$ cat src/commit_pkg.sv
package commit_pkg;

  // ##############################
  // Datapath and register file
  // ##############################

  localparam int xlen            = 32;
  localparam int reg_count       = 16;  // RV32E
  localparam int reg_index_width = 4;   // Upper bit of the 5-bit index is ignored

  // ##############################
  // CSR addresses
  // ##############################

  localparam int csr_addr_width = 12;

  localparam logic [csr_addr_width-1:0] csr_mstatus   = 12'h300;
  localparam logic [csr_addr_width-1:0] csr_mtvec     = 12'h305;
  localparam logic [csr_addr_width-1:0] csr_mepc      = 12'h341;
  localparam logic [csr_addr_width-1:0] csr_mcause    = 12'h342;
  localparam logic [csr_addr_width-1:0] csr_mvendorid = 12'hF11;
  localparam logic [csr_addr_width-1:0] csr_marchid   = 12'hF12;

  // ##############################
  // Reset and constant values
  // ##############################

  localparam logic [xlen-1:0] mstatus_reset   = 32'h0000_1800;  // MPP = machine
  localparam logic [xlen-1:0] mvendorid_value = 32'h7973_7978;
  localparam logic [xlen-1:0] marchid_value   = 32'h017D_9F58;

  localparam logic [xlen-1:0] reset_vector = 32'h8000_0000;

  // ##############################
  // Trap causes
  // ##############################

  localparam logic [xlen-1:0] cause_misaligned = 32'd0;  // Instruction address misaligned
  localparam logic [xlen-1:0] cause_ecall      = 32'd11; // Environment call from M-mode

endpackage
$ cat src/commit_stage.sv
module commit_stage (
  input  logic                                  clock,
  input  logic                                  reset,

  // GPR ports
  input  logic [4:0]                            rs1,
  input  logic [4:0]                            rs2,
  input  logic [4:0]                            rd,
  input  logic                                  wen,
  input  logic [commit_pkg::xlen-1:0]           wdata,

  // CSR ports
  input  logic [commit_pkg::csr_addr_width-1:0] csr_s,
  input  logic [commit_pkg::csr_addr_width-1:0] csr_d,
  input  logic                                  csr_wen,
  input  logic [commit_pkg::xlen-1:0]           csr_wdata,

  // Events from the last stage
  input  logic                                  inst_addr_misaligned,
  input  logic                                  ecall,
  input  logic                                  fence_i,
  input  logic                                  wrong_prediction,
  input  logic [commit_pkg::xlen-1:0]           lsu_pc,
  input  logic [commit_pkg::xlen-1:0]           exu_npc,

  output logic [commit_pkg::xlen-1:0]           src1,
  output logic [commit_pkg::xlen-1:0]           src2,
  output logic [commit_pkg::xlen-1:0]           csr_src,
  output logic                                  flush,
  output logic                                  clear_cache,
  output logic [commit_pkg::xlen-1:0]           npc
);

  import commit_pkg::*;

  logic            retire;
  logic            trap_take;
  logic            csr_commit;
  logic [xlen-1:0] trap_cause;
  logic [xlen-1:0] mtvec;

  gpr_file gpr_file_i (
    .clock (clock),
    .reset (reset),
    .rs1   (rs1),
    .rs2   (rs2),
    .rd    (rd),
    .wen   (wen),
    .retire(retire),
    .wdata (wdata),
    .src1  (src1),
    .src2  (src2)
  );

  csr_file csr_file_i (
    .clock     (clock),
    .reset     (reset),
    .csr_s     (csr_s),
    .csr_d     (csr_d),
    .csr_wen   (csr_wen),
    .csr_commit(csr_commit),
    .csr_wdata (csr_wdata),
    .trap_take (trap_take),
    .trap_cause(trap_cause),
    .trap_pc   (lsu_pc),      // PC of the retiring instruction
    .csr_src   (csr_src),
    .mtvec     (mtvec)
  );

  trap_unit trap_unit_i (
    .clock               (clock),
    .reset               (reset),
    .inst_addr_misaligned(inst_addr_misaligned),
    .ecall               (ecall),
    .fence_i             (fence_i),
    .wrong_prediction    (wrong_prediction),
    .exu_npc             (exu_npc),
    .mtvec               (mtvec),
    .retire              (retire),
    .trap_take           (trap_take),
    .csr_commit          (csr_commit),
    .trap_cause          (trap_cause),
    .flush               (flush),
    .clear_cache         (clear_cache),
    .npc                 (npc)
  );

endmodule

$ cat src/trap_unit.sv
module trap_unit (
  input  logic                        clock,
  input  logic                        reset,

  input  logic                        inst_addr_misaligned,
  input  logic                        ecall,
  input  logic                        fence_i,
  input  logic                        wrong_prediction,

  input  logic [commit_pkg::xlen-1:0] exu_npc,
  input  logic [commit_pkg::xlen-1:0] mtvec,

  output logic                        retire,
  output logic                        trap_take,
  output logic                        csr_commit,
  output logic [commit_pkg::xlen-1:0] trap_cause,

  output logic                        flush,
  output logic                        clear_cache,
  output logic [commit_pkg::xlen-1:0] npc
);

  import commit_pkg::*;

  // ##############################
  // Retire and trap decode
  // ##############################

  assign retire     = !flush;  // Slot after a flush carries nothing
  assign trap_take  = retire && (inst_addr_misaligned || ecall);
  assign csr_commit = retire && !trap_take;

  // Misaligned fetch wins over ecall
  assign trap_cause = inst_addr_misaligned ? cause_misaligned : cause_ecall;

  // ##############################
  // Flush and next PC
  // ##############################

  always_ff @(posedge clock) begin
    if (reset) begin
      flush       <= 1'b0;
      clear_cache <= 1'b0;
      npc         <= reset_vector;
    end else if (!retire) begin
      flush <= 1'b0;               // npc and clear_cache hold
    end else if (trap_take) begin
      flush       <= 1'b1;
      clear_cache <= 1'b0;
      npc         <= mtvec;        // Enter handler
    end else begin
      flush       <= fence_i || wrong_prediction;
      clear_cache <= fence_i;
      npc         <= exu_npc;
    end
  end

  // Redirect always leaves one bubble and never two
  flush_single_cycle: assert property (
    @(posedge clock) disable iff (reset)
      flush |=> !flush
  );

endmodule

$ cat src/csr_file.sv
module csr_file (
  input  logic                                  clock,
  input  logic                                  reset,

  input  logic [commit_pkg::csr_addr_width-1:0] csr_s,
  input  logic [commit_pkg::csr_addr_width-1:0] csr_d,
  input  logic                                  csr_wen,
  input  logic                                  csr_commit,
  input  logic [commit_pkg::xlen-1:0]           csr_wdata,

  input  logic                                  trap_take,
  input  logic [commit_pkg::xlen-1:0]           trap_cause,
  input  logic [commit_pkg::xlen-1:0]           trap_pc,

  output logic [commit_pkg::xlen-1:0]           csr_src,
  output logic [commit_pkg::xlen-1:0]           mtvec
);

  import commit_pkg::*;

  logic [xlen-1:0] mstatus;
  logic [xlen-1:0] mepc;
  logic [xlen-1:0] mcause;

  logic            sw_write;

  assign sw_write = csr_commit && csr_wen;

  // ##############################
  // State update
  // ##############################

  always_ff @(posedge clock) begin
    if (reset) begin
      mstatus <= mstatus_reset;
      mtvec   <= '0;
      mepc    <= '0;
      mcause  <= '0;
    end else if (trap_take) begin
      mepc   <= trap_pc;     // Faulting instruction
      mcause <= trap_cause;
    end else if (sw_write) begin
      case (csr_d)
        csr_mstatus: mstatus <= csr_wdata;
        csr_mtvec:   mtvec   <= csr_wdata;
        csr_mepc:    mepc    <= csr_wdata;
        default: ;           // mcause and IDs not writable here
      endcase
    end
  end

  // ##############################
  // Read mux
  // ##############################

  always_comb begin
    case (csr_s)
      csr_mstatus:   csr_src = mstatus;
      csr_mtvec:     csr_src = mtvec;
      csr_mepc:      csr_src = mepc;
      csr_mcause:    csr_src = mcause;
      csr_mvendorid: csr_src = mvendorid_value;
      csr_marchid:   csr_src = marchid_value;
      default:       csr_src = '0;  // Unimplemented reads as zero
    endcase
  end

  // The trap unit only commits a CSR write when no trap is taken
  trap_excludes_write: assert property (
    @(posedge clock) disable iff (reset)
      !(trap_take && csr_commit)
  );

endmodule

$ cat src/gpr_file.sv
module gpr_file (
  input  logic                        clock,
  input  logic                        reset,

  input  logic [4:0]                  rs1,
  input  logic [4:0]                  rs2,
  input  logic [4:0]                  rd,

  input  logic                        wen,
  input  logic                        retire,
  input  logic [commit_pkg::xlen-1:0] wdata,

  output logic [commit_pkg::xlen-1:0] src1,
  output logic [commit_pkg::xlen-1:0] src2
);

  import commit_pkg::*;

  logic [xlen-1:0] regs [reg_count];

  logic [reg_index_width-1:0] rs1_idx;
  logic [reg_index_width-1:0] rs2_idx;
  logic [reg_index_width-1:0] rd_idx;
  logic                       write_en;

  assign rs1_idx = rs1[reg_index_width-1:0];
  assign rs2_idx = rs2[reg_index_width-1:0];
  assign rd_idx  = rd[reg_index_width-1:0];

  // x0 stays zero since it is never written
  assign write_en = wen && retire && (rd_idx != '0);

  always_ff @(posedge clock) begin
    if (reset) begin
      for (int i = 0; i < reg_count; i++) begin
        regs[i] <= '0;
      end
    end else if (write_en) begin
      regs[rd_idx] <= wdata;
    end
  end

  assign src1 = regs[rs1_idx];  // Combinational read
  assign src2 = regs[rs2_idx];

  // Zero register reads as zero on either port
  x0_reads_zero: assert property (
    @(posedge clock) disable iff (reset)
      ((rs1_idx == '0) |-> (src1 == '0)) and ((rs2_idx == '0) |-> (src2 == '0))
  );

endmodule

$ cat config.mk
export PLATFORM = sky130hd
export DESIGN_NAME = commit_stage
export DESIGN_NICKNAME = d
export VERILOG_FILES = /design/src/commit_pkg.sv /design/src/commit_stage.sv /design/src/trap_unit.sv /design/src/csr_file.sv /design/src/gpr_file.sv
export SDC_FILE = /design/constraint.sdc
export NUM_CORES = 1
export LEC_CHECK = 0
export BUFFER_PORTS_ARGS = -buffer_cell sky130_fd_sc_hd__buf_4
export CAP_MARGIN = 5
export CORE_ASPECT_RATIO = 0.75
export CORE_MARGIN = 3
export CORE_UTILIZATION = 48
export CTS_CLUSTER_SIZE = 14
export DETAILED_ROUTE_END_ITERATION = 8
export PLACE_DENSITY = 0.67
export SYNTH_ARGS = -nofsm -noshare
export SYNTH_HDL_FRONTEND = slang
export SYNTH_SLANG_ARGS = --single-unit
$ cat constraint.sdc
create_clock -name clock -period 3.67 [get_ports clock]
set_input_delay 0.9175 -clock clock [delete_from_list [all_inputs] [get_ports clock]]
set_output_delay 0.9175 -clock clock [all_outputs]
set_load 0.02 [all_outputs]
==> key figures, run 1 <==
Status
  • Status: finished, final reports clean

Global routing
  • Largest net degree at the start of global routing: 181
  • GRT overflow: 0
  • GRT Util Overall: 0.291
  • Vias in the first global route: 23.6k
  • Initial antenna violation count: 7
  • First-pass GRT wire length: 153 mm

Finish
  • Syn-to-layout area delta: 18.5%
  • Share of cells above drive strength 1: 0.291
  • Filler instances: 5251
  • Sequential cell area: 18000 µm²
  • Post-route design area: 38500 µm²
  • Nets@finish: 2905
  • Area of the multi-input gates: 13800 µm²

Critical path
  • WP data required: 2750 ps
  • CP cell instances: clkbuf_8, buf_12, mux4_2, a22oi_1, nand2_1, buf_4
  • Crit end category: primary output
  • Crit path kind: in -> out
  • CP peak stage delay: 530 ps
  • Slowest-stage cell, CP: mux4_2
  • FF-to-FF path depth: 5
  • CP max FO: 15
  • Critical Path Start Type: input pin
  • Critical Path AT: 2680 ps

Synthesis
  • Synth Area per Inst: 13.2 µm²
  • Post-synth top cells: 512 x edfxtp_1, 483 x and2_1, 315 x nand2_1
  • #FFs+latches synth: 643
  • Synth top area share: 0.473
  • Most area-consuming cells after synthesis: edfxtp_1 47%, mux4_2 18%, and2_1 9.3%, dfxtp_1 8.1%, nand2_1 3.6%
  • Most common cell in the synthesized netlist: edfxtp_1
  • Post-Syn Area: 32500 µm²
  • Dominant cell type by area after synthesis: edfxtp_1
  • Distinct cells, synth: 50
  • Synth Flop Type: edfxtp_1
  • Synth Instances: 2468
  • Async SR Flop Fraction: 0
  • Synth Warn #: 0
  • Sequential cell area fraction in the yosys report: 0.554
  • Post-synth EDFFs: 512

Clocking
  • Worst-Skew Late Latency: 610 ps
  • H-tree depth: 3
  • Num CTS Buffers: 66
  • Clk slew on worst S/H paths: 60 ps
  • Clock Tree Root: clkbuf_16
  • CTS tree: built
  • Number of post-CTS setup repair buffers: 0
  • Clk buf depth: 3
  • Clock Sinks: 643

Drt
  • Vias: 23.2k
  • Drt pass-1 iters: 5
  • Routed WL per cell: 28.3 µm
  • Met2 wire length: 47.5 mm
  • Post-DR vias/cell: 6.34
  • Met3 WL: 11.5 mm
  • DRT antenna net count: 0
  • DRC Markers: 0
  • 1st-iter DRT viols: 2915
  • Max Used Layer: met5
  • Final wirelength: 103 mm
  • DRT met1 WL: 40.8 mm

STA
  • FMAX: 278 MHz
  • Final period util: 0.981
  • Setup tns final: 0 ps
  • Min Tclk post-route: 3600 ps
  • Hold Violations, Final: 0
  • Slew of the pin with the lowest slew margin: 1180 ps
  • Final worst slack: 69.0 ps
  • RSZ-0062 raised after global routing: no
  • Final Skew: 19.5 ps
  • Slew HR: 0.209
  • Final setup fails: 0
  • Slew Limit Fails: 0

Worst hold path
  • HP Class: reg -> reg
  • Worst Hold Depth: 2

Pwr
  • Comb power frac: 0.123
  • Switching Power: 4180 µW
  • Max VDD drop: 0.298 mV
  • Pint: 12900 µW
  • P_leak: 0.0143 µW
  • Flop pwr share: 0.487
  • Pwr Density: 442 nW/µm²
  • Clock Power Share: 0.390
  • Sw frac: 0.245

Placement
  • GP Congestion: 0.901
  • Final HPWL DP: 62.6 mm
  • Number of port buffers: 301
  • Area after DPL: 36400 µm²
  • Pre-CTS setup slack: 41.6 ps

Die
  • Std-Cell Rows: 81
  • DIE HEIGHT: 231 µm
  • Starting Density: 0.492
  • DIE AREA: 70900 µm²
  • I/O pins: 305
  • CORE AREA: 66100 µm²
  • Die width: 306 µm

Run
  • Max_cap viols: 0
==> critical path, delay by kind of cell <==
family | cells | cell delay, ps
muxes | 1 | 530
buffers and inverters | 3 | 630
and+or+nand+nor | 1 | 190
AOI/OAI and AO/OA | 1 | 400
==> per-stage QoR <==
step / instances / power, µW / hold slack (ps) / utilization
floorplan: 2499 / 9580 / 431 / -
global placement: 3533 / 10500 / 440 / 0.551
detailed placement: 3533 / 10500 / 447 / 0.551
CTS: 3649 / 17100 / 457 / 0.583
global route: 3654 / 17600 / 476 / 0.583
finish: 3655 / 17000 / 455 / 0.583
==> final cells by class <==
cell class | count | share of cell area
diodes | 6 | 0.000390
clock buffers | 85 | 0.0484
clock inverters | 31 | 0.00568
inverters | 2 | 0.000195
multi-input cells | 1612 | 0.358
flip-flops and latches | 643 | 0.467
well taps | 871 | 0.0283
repair buffers | 405 | 0.0922
==> sequential cells by signal, indices dropped and copies added (netlist names) <==
name	count
csr_file_i.mcause	1
trap_unit_i.clear_cache	1
trap_unit_i.flush	1
trap_unit_i.npc	32
csr_file_i.mtvec	32
gpr_file_i.regs	512
csr_file_i.mstatus	32
csr_file_i.mepc	32
==> kinds of logic after synthesis <==
logic type	count (synthesis)	synth area share
compound gates	341	0.0755
xor+xnor	1	0.000269
buf+inv	244	0.0306
flops	643	0.554
mux	258	0.178
other cells	1	0.000115
simple gates	980	0.162
==> what timing repair did <==
action / in CTS / in global routing
setup endpoints to repair: 0 / 4
resized for setup: 0 / 3
hold buffers: 0 / 0
==> metal layers <==
layer / global-route usage / vias to the layer above
met5: 0 / -
met4: 0.0979 / 2
met3: 0.0689 / 223
met2: 0.449 / 1369
met1: 0.409 / 11739
li1: - / 9832
==> path summary, 6_finish.rpt <==
| check | from | to | slack, ps |
|---|---|---|---|
| min reg2reg | csr_file_i.mstatus[23] | csr_file_i.mstatus[23] | 450 |
| min | csr_file_i.mstatus[23] | csr_file_i.mstatus[23] | 450 |
| max reg2reg | trap_unit_i.flush | gpr_file_i.regs[13][7] | 970 |
| max | rs2[0] | src2[2] | 70 |
==> power groups by stage <==
stage	clock network (µW)	registers [µW]	logic (µW)
6_report	6650	8300	2090
5_1_grt	7020	8330	2210
4_1_cts	6730	8300	2080
3_5_place_dp	0	8450	2080
3_3_place_gp	0	8420	2050
2_1_floorplan	0	8430	1150
==> layout by cell type, fill, tap and decap left out, types with 9 or more instances in the layout <==
| cell type | count |
|---|---|
| nor2_1 | 37 |
| buf_12 | 39 |
| a32oi_1 | 19 |
| conb_1 | 32 |
| a31oi_1 | 9 |
| a311oi_1 | 31 |
| clkinv_1 | 14 |
| a21oi_1 | 96 |
| clkinv_2 | 12 |
| dfxtp_1 | 131 |
| mux4_2 | 256 |
| nand3_1 | 51 |
| nand2_1 | 315 |
| buf_4 | 361 |
| a221o_1 | 34 |
| or2_2 | 20 |
| and2_1 | 481 |
| a22oi_1 | 134 |
| clkbuf_16 | 72 |
| edfxtp_1 | 512 |
| clkbuf_1 | 11 |
(Power assumes the default switching activity.)
==> inputs of run 2 (changes only) <==
Settings changed: MAX_ROUTING_LAYER from default to met4.
==> key figures, run 2 (synthesis results as in run 1) <==
Status
  • Status: finished, final reports clean (unchanged)

Critical path
  • Slowest-stage cell, CP: mux4_2 (unchanged)
  • CP max FO: 15 (unchanged)
  • Reg2reg start: trap_unit_i.flush (unchanged)
  • Crit path kind: in -> out (unchanged)
  • Critical Path AT: 2660 ps (was 2680 ps)
  • Critical Path Source: rs2[0] (unchanged)
  • FF-to-FF path depth: 5 (unchanged)
  • Crit path buf inv count: 3 (unchanged)
  • CP cell instances: clkbuf_8, buf_12, mux4_2, a22oi_1, nand2_1, buf_4 (unchanged)
  • CP peak stage delay: 530 ps (about the same)
  • Critical path depth in cells: 6 (unchanged)
  • WP data required: 2750 ps (about the same)
  • Crit end category: primary output (unchanged)
  • Crit path max-delay family: buffers and inverters (unchanged)
  • Critical Path Start Type: input pin (unchanged)

Placement
  • Number of port buffers: 301 (unchanged)
  • Pre-CTS setup slack: 41.6 ps (unchanged)
  • Final HPWL DP: 62.6 mm (unchanged)
  • Area after DPL: 36400 µm² (unchanged)
  • GP Congestion: 0.916 (was 0.901)

STA
  • Slew Limit Fails: 0 (unchanged)
  • Final setup fails: 0 (unchanged)
  • Hold Violations, Final: 0 (unchanged)
  • Final period util: 0.975 (was 0.981)
  • Slew of the pin with the lowest slew margin: 1190 ps (was 1180 ps)
  • Setup tns final: 0 ps (unchanged)
  • Fin Hold WS: 456 ps (was 455 ps)
  • Slew HR: 0.205 (was 0.209)
  • Final worst slack: 92.8 ps (was 69.0 ps)
  • FMAX: 280 MHz (was 278 MHz)
  • RSZ-0062 raised after global routing: no (unchanged)
  • Final Skew: 22.4 ps (was 19.5 ps)
  • Min Tclk post-route: 3580 ps (was 3600 ps)

Drt
  • Vias: 23.2k (about the same)
  • 1st-iter DRT viols: 2953 (was 2915)
  • DRT antenna net count: 0 (unchanged)
  • Final wirelength: 103 mm (about the same)
  • Drt pass-1 iters: 7 (was 5)
  • Routed WL per cell: 28.3 µm (about the same)
  • Post-DR vias/cell: 6.34 (about the same)
  • DRC Markers: 0 (unchanged)

Global routing
  • Largest net degree at the start of global routing: 181 (unchanged)
  • GRT overflow: 0 (unchanged)
  • Initial antenna violation count: 7 (unchanged)
  • GRT Util Overall: 0.300 (was 0.291)
  • First-pass GRT wire length: 153 mm (about the same)
  • Vias in the first global route: 23.6k (about the same)

Pwr
  • Flop pwr share: 0.487 (about the same)
  • Switching Power: 4180 µW (about the same)
  • P_leak: 0.0143 µW (unchanged)
  • Pwr Density: 442 nW/µm² (about the same)
  • Sw frac: 0.245 (about the same)
  • Max VDD drop: 0.299 mV (was 0.298 mV)
  • Comb power frac: 0.123 (about the same)
  • Pint: 12900 µW (about the same)
  • Clock Power Share: 0.390 (about the same)

Clocking
  • Number of post-CTS setup repair buffers: 0 (unchanged)
  • Worst-Skew Late Latency: 610 ps (about the same)
  • Clk buf depth: 3 (unchanged)
  • CTS tree: built (unchanged)
  • Num CTS Buffers: 66 (unchanged)
  • # hold bufs at CTS: 0 (unchanged)
  • H-tree depth: 3 (unchanged)
  • Clk slew on worst S/H paths: 60 ps (about the same)
  • Clock Tree Root: clkbuf_16 (unchanged)
  • Clock Sinks: 643 (unchanged)

Die
  • DIE HEIGHT: 231 µm (unchanged)
  • Starting Density: 0.492 (unchanged)
  • I/O pins: 305 (unchanged)
  • Die width: 306 µm (unchanged)
  • DIE AREA: 70900 µm² (unchanged)
  • CORE AREA: 66100 µm² (unchanged)
  • Std-Cell Rows: 81 (unchanged)

Worst hold path
  • Hold Startpoint: csr_file_i.mstatus[23] (unchanged)
  • HP Class: reg -> reg (unchanged)
  • Worst Hold Depth: 2 (unchanged)

Finish
  • Syn-to-layout area delta: 18.5% (about the same)
  • Max reg flops: 512 (unchanged)
  • Post-route design area: 38500 µm² (about the same)
  • Share of cells above drive strength 1: 0.291 (unchanged)
  • Most common cell after layout, fill and taps aside: edfxtp_1 (unchanged)
  • Final Core Density: 0.583 (about the same)
  • Commonest cells after routing, fill and taps aside: 512 x edfxtp_1, 481 x and2_1, 361 x buf_4 (unchanged)
  • Nets@finish: 2905 (unchanged)
  • Biggest register: gpr_file_i.regs (unchanged)

Run
  • Max_cap viols: 0 (unchanged)
==> run 2: cell types whose count changed in the layout (fill, tap and decap cells not counted), sizes merged <==
cell / before / now
diode: 6 / 7
==> run 2: worst paths after layout <==
path                            endpoint  slack [ps]
setup / recovery                 src2[2]          90
hold / removal    csr_file_i.mstatus[23]         460
setup reg to reg  gpr_file_i.regs[13][7]         950
hold reg to reg   csr_file_i.mstatus[23]         460
==> run 2: layer usage <==
| metal | part of all wire | vias to the layer above | routed length, µm | global-route usage |
|---|---|---|---|---|
| met2 | 0.46 | 1430 | 47700 | 0.451 |
| met4 | 0.032 | 0 | 3280 | 0.0949 |
| met3 | 0.11 | 230 | 11700 | 0.0681 |
| met1 | 0.39 | 11697 | 40700 | 0.409 |
| met5 | 0 | - | 0 | - |
| li1 | - | 9831 | - | - |
==> run 2: layout make-up <==
| type | instances | area (µm²) |
|---|---|---|
| diodes | 7 | 17.5 |
| multi-input cells | 1612 | 13800 |
| repair buffers | 405 | 3550 |
| inverters | 2 | 7.51 |
| clock inverters | 31 | 219 |
| well taps | 871 | 1090 |
| clock buffers | 85 | 1860 |
| fillers | 5251 | 27600 |
| flip-flops and latches | 643 | 18000 |
==> run 2: power groups by stage <==
stage / Combinational (µW) / Clock, µW / Sequential [µW]
final: 2090 / 6650 / 8300
after global routing: 2210 / 7020 / 8330
after CTS: 2080 / 6730 / 8300
after detailed placement: 2080 / 0 / 8450
after global placement: 2050 / 0 / 8420
after floorplan: 1150 / 0 / 8430
==> run 2: timing repair <==
item / in CTS / in global routing
gates resized for setup: 0 / 3
hold endpoints to repair: 0 / 0
endpoints found under the setup margin: 0 / 4
==> run 2: worst min-delay path: stages, from the launching register on <==
cell and delay, ps:
dfxtp_1 310, nand2_1 50, a21oi_1 50
==> run 2: per-stage QoR <==
stage	total power (µW)	cells
global placement	10500	3533
CTS	17100	3649
finish	17000	3656
floorplan	9580	2499
global route	17600	3655
detailed placement	10500	3533
==> inputs of run 3 (changes only) <==
Clock period 3.67 ns to 4 ns, I/O delays scaled along.
==> key figures, run 3 (synthesis results as in run 1) <==
Worst hold path
  • HP Class: reg -> reg (unchanged)
  • Hold Startpoint: csr_file_i.mstatus[17] (was csr_file_i.mstatus[23])
  • Worst Hold Depth: 2 (unchanged)

Placement
  • Final HPWL DP: 64.3 mm (was 62.6 mm)
  • GP Congestion: 0.897 (was 0.916)
  • Number of port buffers: 301 (unchanged)

Finish
  • Nets@finish: 2904 (was 2905)
  • Share of cells above drive strength 1: 0.290 (was 0.291)
  • Biggest register: gpr_file_i.regs (unchanged)
  • Most common cell after layout, fill and taps aside: edfxtp_1 (unchanged)
  • Commonest cells after routing, fill and taps aside: 512 x edfxtp_1, 481 x and2_1, 362 x buf_4 (was 512 x edfxtp_1, 481 x and2_1, 361 x buf_4)
  • Max reg flops: 512 (unchanged)
  • Syn-to-layout area delta: 18.2% (was 18.5%)

Drt
  • Drt pass-1 iters: 6 (was 7)
  • 1st-iter DRT viols: 2917 (was 2953)
  • DRC Markers: 0 (unchanged)
  • Final wirelength: 104 mm (was 103 mm)
  • DRT antenna net count: 0 (unchanged)
  • Routed WL per cell: 28.3 µm (about the same)
  • Post-DR vias/cell: 6.34 (about the same)
  • Vias: 23.2k (about the same)

Clocking
  • Clk buf depth: 3 (unchanged)
  • # hold bufs at CTS: 0 (unchanged)
  • H-tree depth: 3 (unchanged)
  • Number of post-CTS setup repair buffers: 0 (unchanged)
  • CTS tree: built (unchanged)
  • Num CTS Buffers: 67 (was 66)
  • Post-CTS Resized: 0 (unchanged)
  • Clk slew on worst S/H paths: 60 ps (about the same)
  • Clock Tree Root: clkbuf_16 (unchanged)
  • Worst-Skew Late Latency: 630 ps (was 610 ps)
  • Clock Sinks: 643 (unchanged)

STA
  • Min Tclk post-route: 3840 ps
  • FMAX: 260 MHz
  • Setup tns final: 0 ps (unchanged)
  • Slew HR: 0.513 (was 0.205)
  • Slew Limit Fails: 0 (unchanged)
  • Final period util: 0.960
  • Final setup fails: 0 (unchanged)
  • Hold Violations, Final: 0 (unchanged)
  • RSZ-0062 raised after global routing: no (unchanged)
  • Fin Hold WS: 450 ps (was 456 ps)
  • Slew of the pin with the lowest slew margin: 731 ps (was 1190 ps)
  • Final Skew: 19.0 ps (was 22.4 ps)

Critical path
  • Crit end category: primary output (unchanged)
  • Critical Path Source: csr_s[3] (was rs2[0])
  • CP max FO: 10 (was 15)
  • Reg2reg start: trap_unit_i.flush (unchanged)
  • Critical Path AT: 2840 ps (was 2660 ps)
  • Critical Path Start Type: input pin (unchanged)
  • Slowest-stage cell, CP: or4_4 (was mux4_2)
  • WP data required: 3000 ps (was 2750 ps)
  • CP peak stage delay: 640 ps (was 530 ps)
  • FF-to-FF path depth: 6 (was 5)
  • Crit path kind: in -> out (unchanged)
  • CP cell instances: buf_4, or4_4, nor4_4, buf_4, a32oi_1, o21ai_0, buf_4 (was clkbuf_8, buf_12, mux4_2, a22oi_1, nand2_1, buf_4)
  • Crit-path most repeated cell: buf_4

Global routing
  • Vias in the first global route: 23.9k (was 23.6k)
  • Initial antenna violation count: 12 (was 7)
  • GRT Util Overall: 0.301 (was 0.300)
  • Largest net degree at the start of global routing: 149 (was 181)
  • First-pass GRT wire length: 153 mm (about the same)
  • GRT overflow: 0 (unchanged)

Die
  • Std-Cell Rows: 81 (unchanged)
  • CORE AREA: 66100 µm² (unchanged)
  • I/O pins: 305 (unchanged)
  • Die width: 306 µm (unchanged)
  • DIE HEIGHT: 231 µm (unchanged)
  • Starting Density: 0.492 (unchanged)
  • DIE AREA: 70900 µm² (unchanged)

Pwr
  • Max VDD drop: 0.328 mV (was 0.299 mV)
  • P_leak: 0.0143 µW (about the same)
  • Pwr Density: 404 nW/µm² (was 442 nW/µm²)

Run
  • Max_cap viols: 0 (unchanged)

Status
  • Status: finished, final reports clean (unchanged)
[run 3: cell types whose count changed in the layout (fill, tap and decap cells not counted), moves of 3 or more]
cell	delta
clkinv_2	-6
clkbuf_1	+5
clkbuf_8	+4
buf_12	-3
bufinv_16	-3
clkbuf_16	-3
[run 3: per-stage QoR]
stage | instance area [µm²] | std cells | util | setup WS, ps | power (µW)
floorplan | 32600 | 2499 | - | 411 | 8790
CTS | 38400 | 3654 | 0.581 | 184 | 15600
detailed placement | 36400 | 3531 | 0.550 | 197 | 9660
global placement | 36400 | 3531 | 0.550 | 229 | 9590
global route | 38400 | 3663 | 0.582 | 126 | 16000
finish | 38400 | 3663 | 0.582 | 160 | 15500
[run 3: worst paths after layout]
path | to | slack, ps
setup / recovery | csr_src[5] | 160
hold / removal | csr_file_i.mstatus[17] | 450
hold reg to reg | csr_file_i.mstatus[17] | 450
setup reg to reg | csr_file_i.mstatus[21] | 1660
[run 3: power breakdown]
group / switching [µW] / total (µW) / internal, µW / leakage, µW
clock: 2700 / 5990 / 3290 / 0.000998
combinational: 1070 / 1910 / 839 / 0.00693
sequential: 141 / 7620 / 7480 / 0.00634
total: 3910 / 15500 / 11600 / 0.0143
[run 3: routing by layer]
layer / GRT usage / part of all wire / routed length, µm
met1: 0.416 / 0.40 / 41000
met2: 0.466 / 0.47 / 49000
met3: 0.0511 / 0.10 / 10700
met4: 0.0842 / 0.029 / 3060
met5: - / 0 / 0
[run 3: layout make-up]
cell class	instances	area, µm²
tap	871	1090
timing repair buffer	403	3500
clock inverter	31	179
multi-input combinational	1612	13800
sequential	643	18000
fill	5262	27600
clock buffer	92	1870
antenna	9	22.5
inverter	2	7.51
[run 3: worst max-delay path, delay by kind of cell]
kind | cells | cell delay (ps)
buf+inv | 3 | 560
compound gates | 2 | 250
simple gates | 2 | 1020
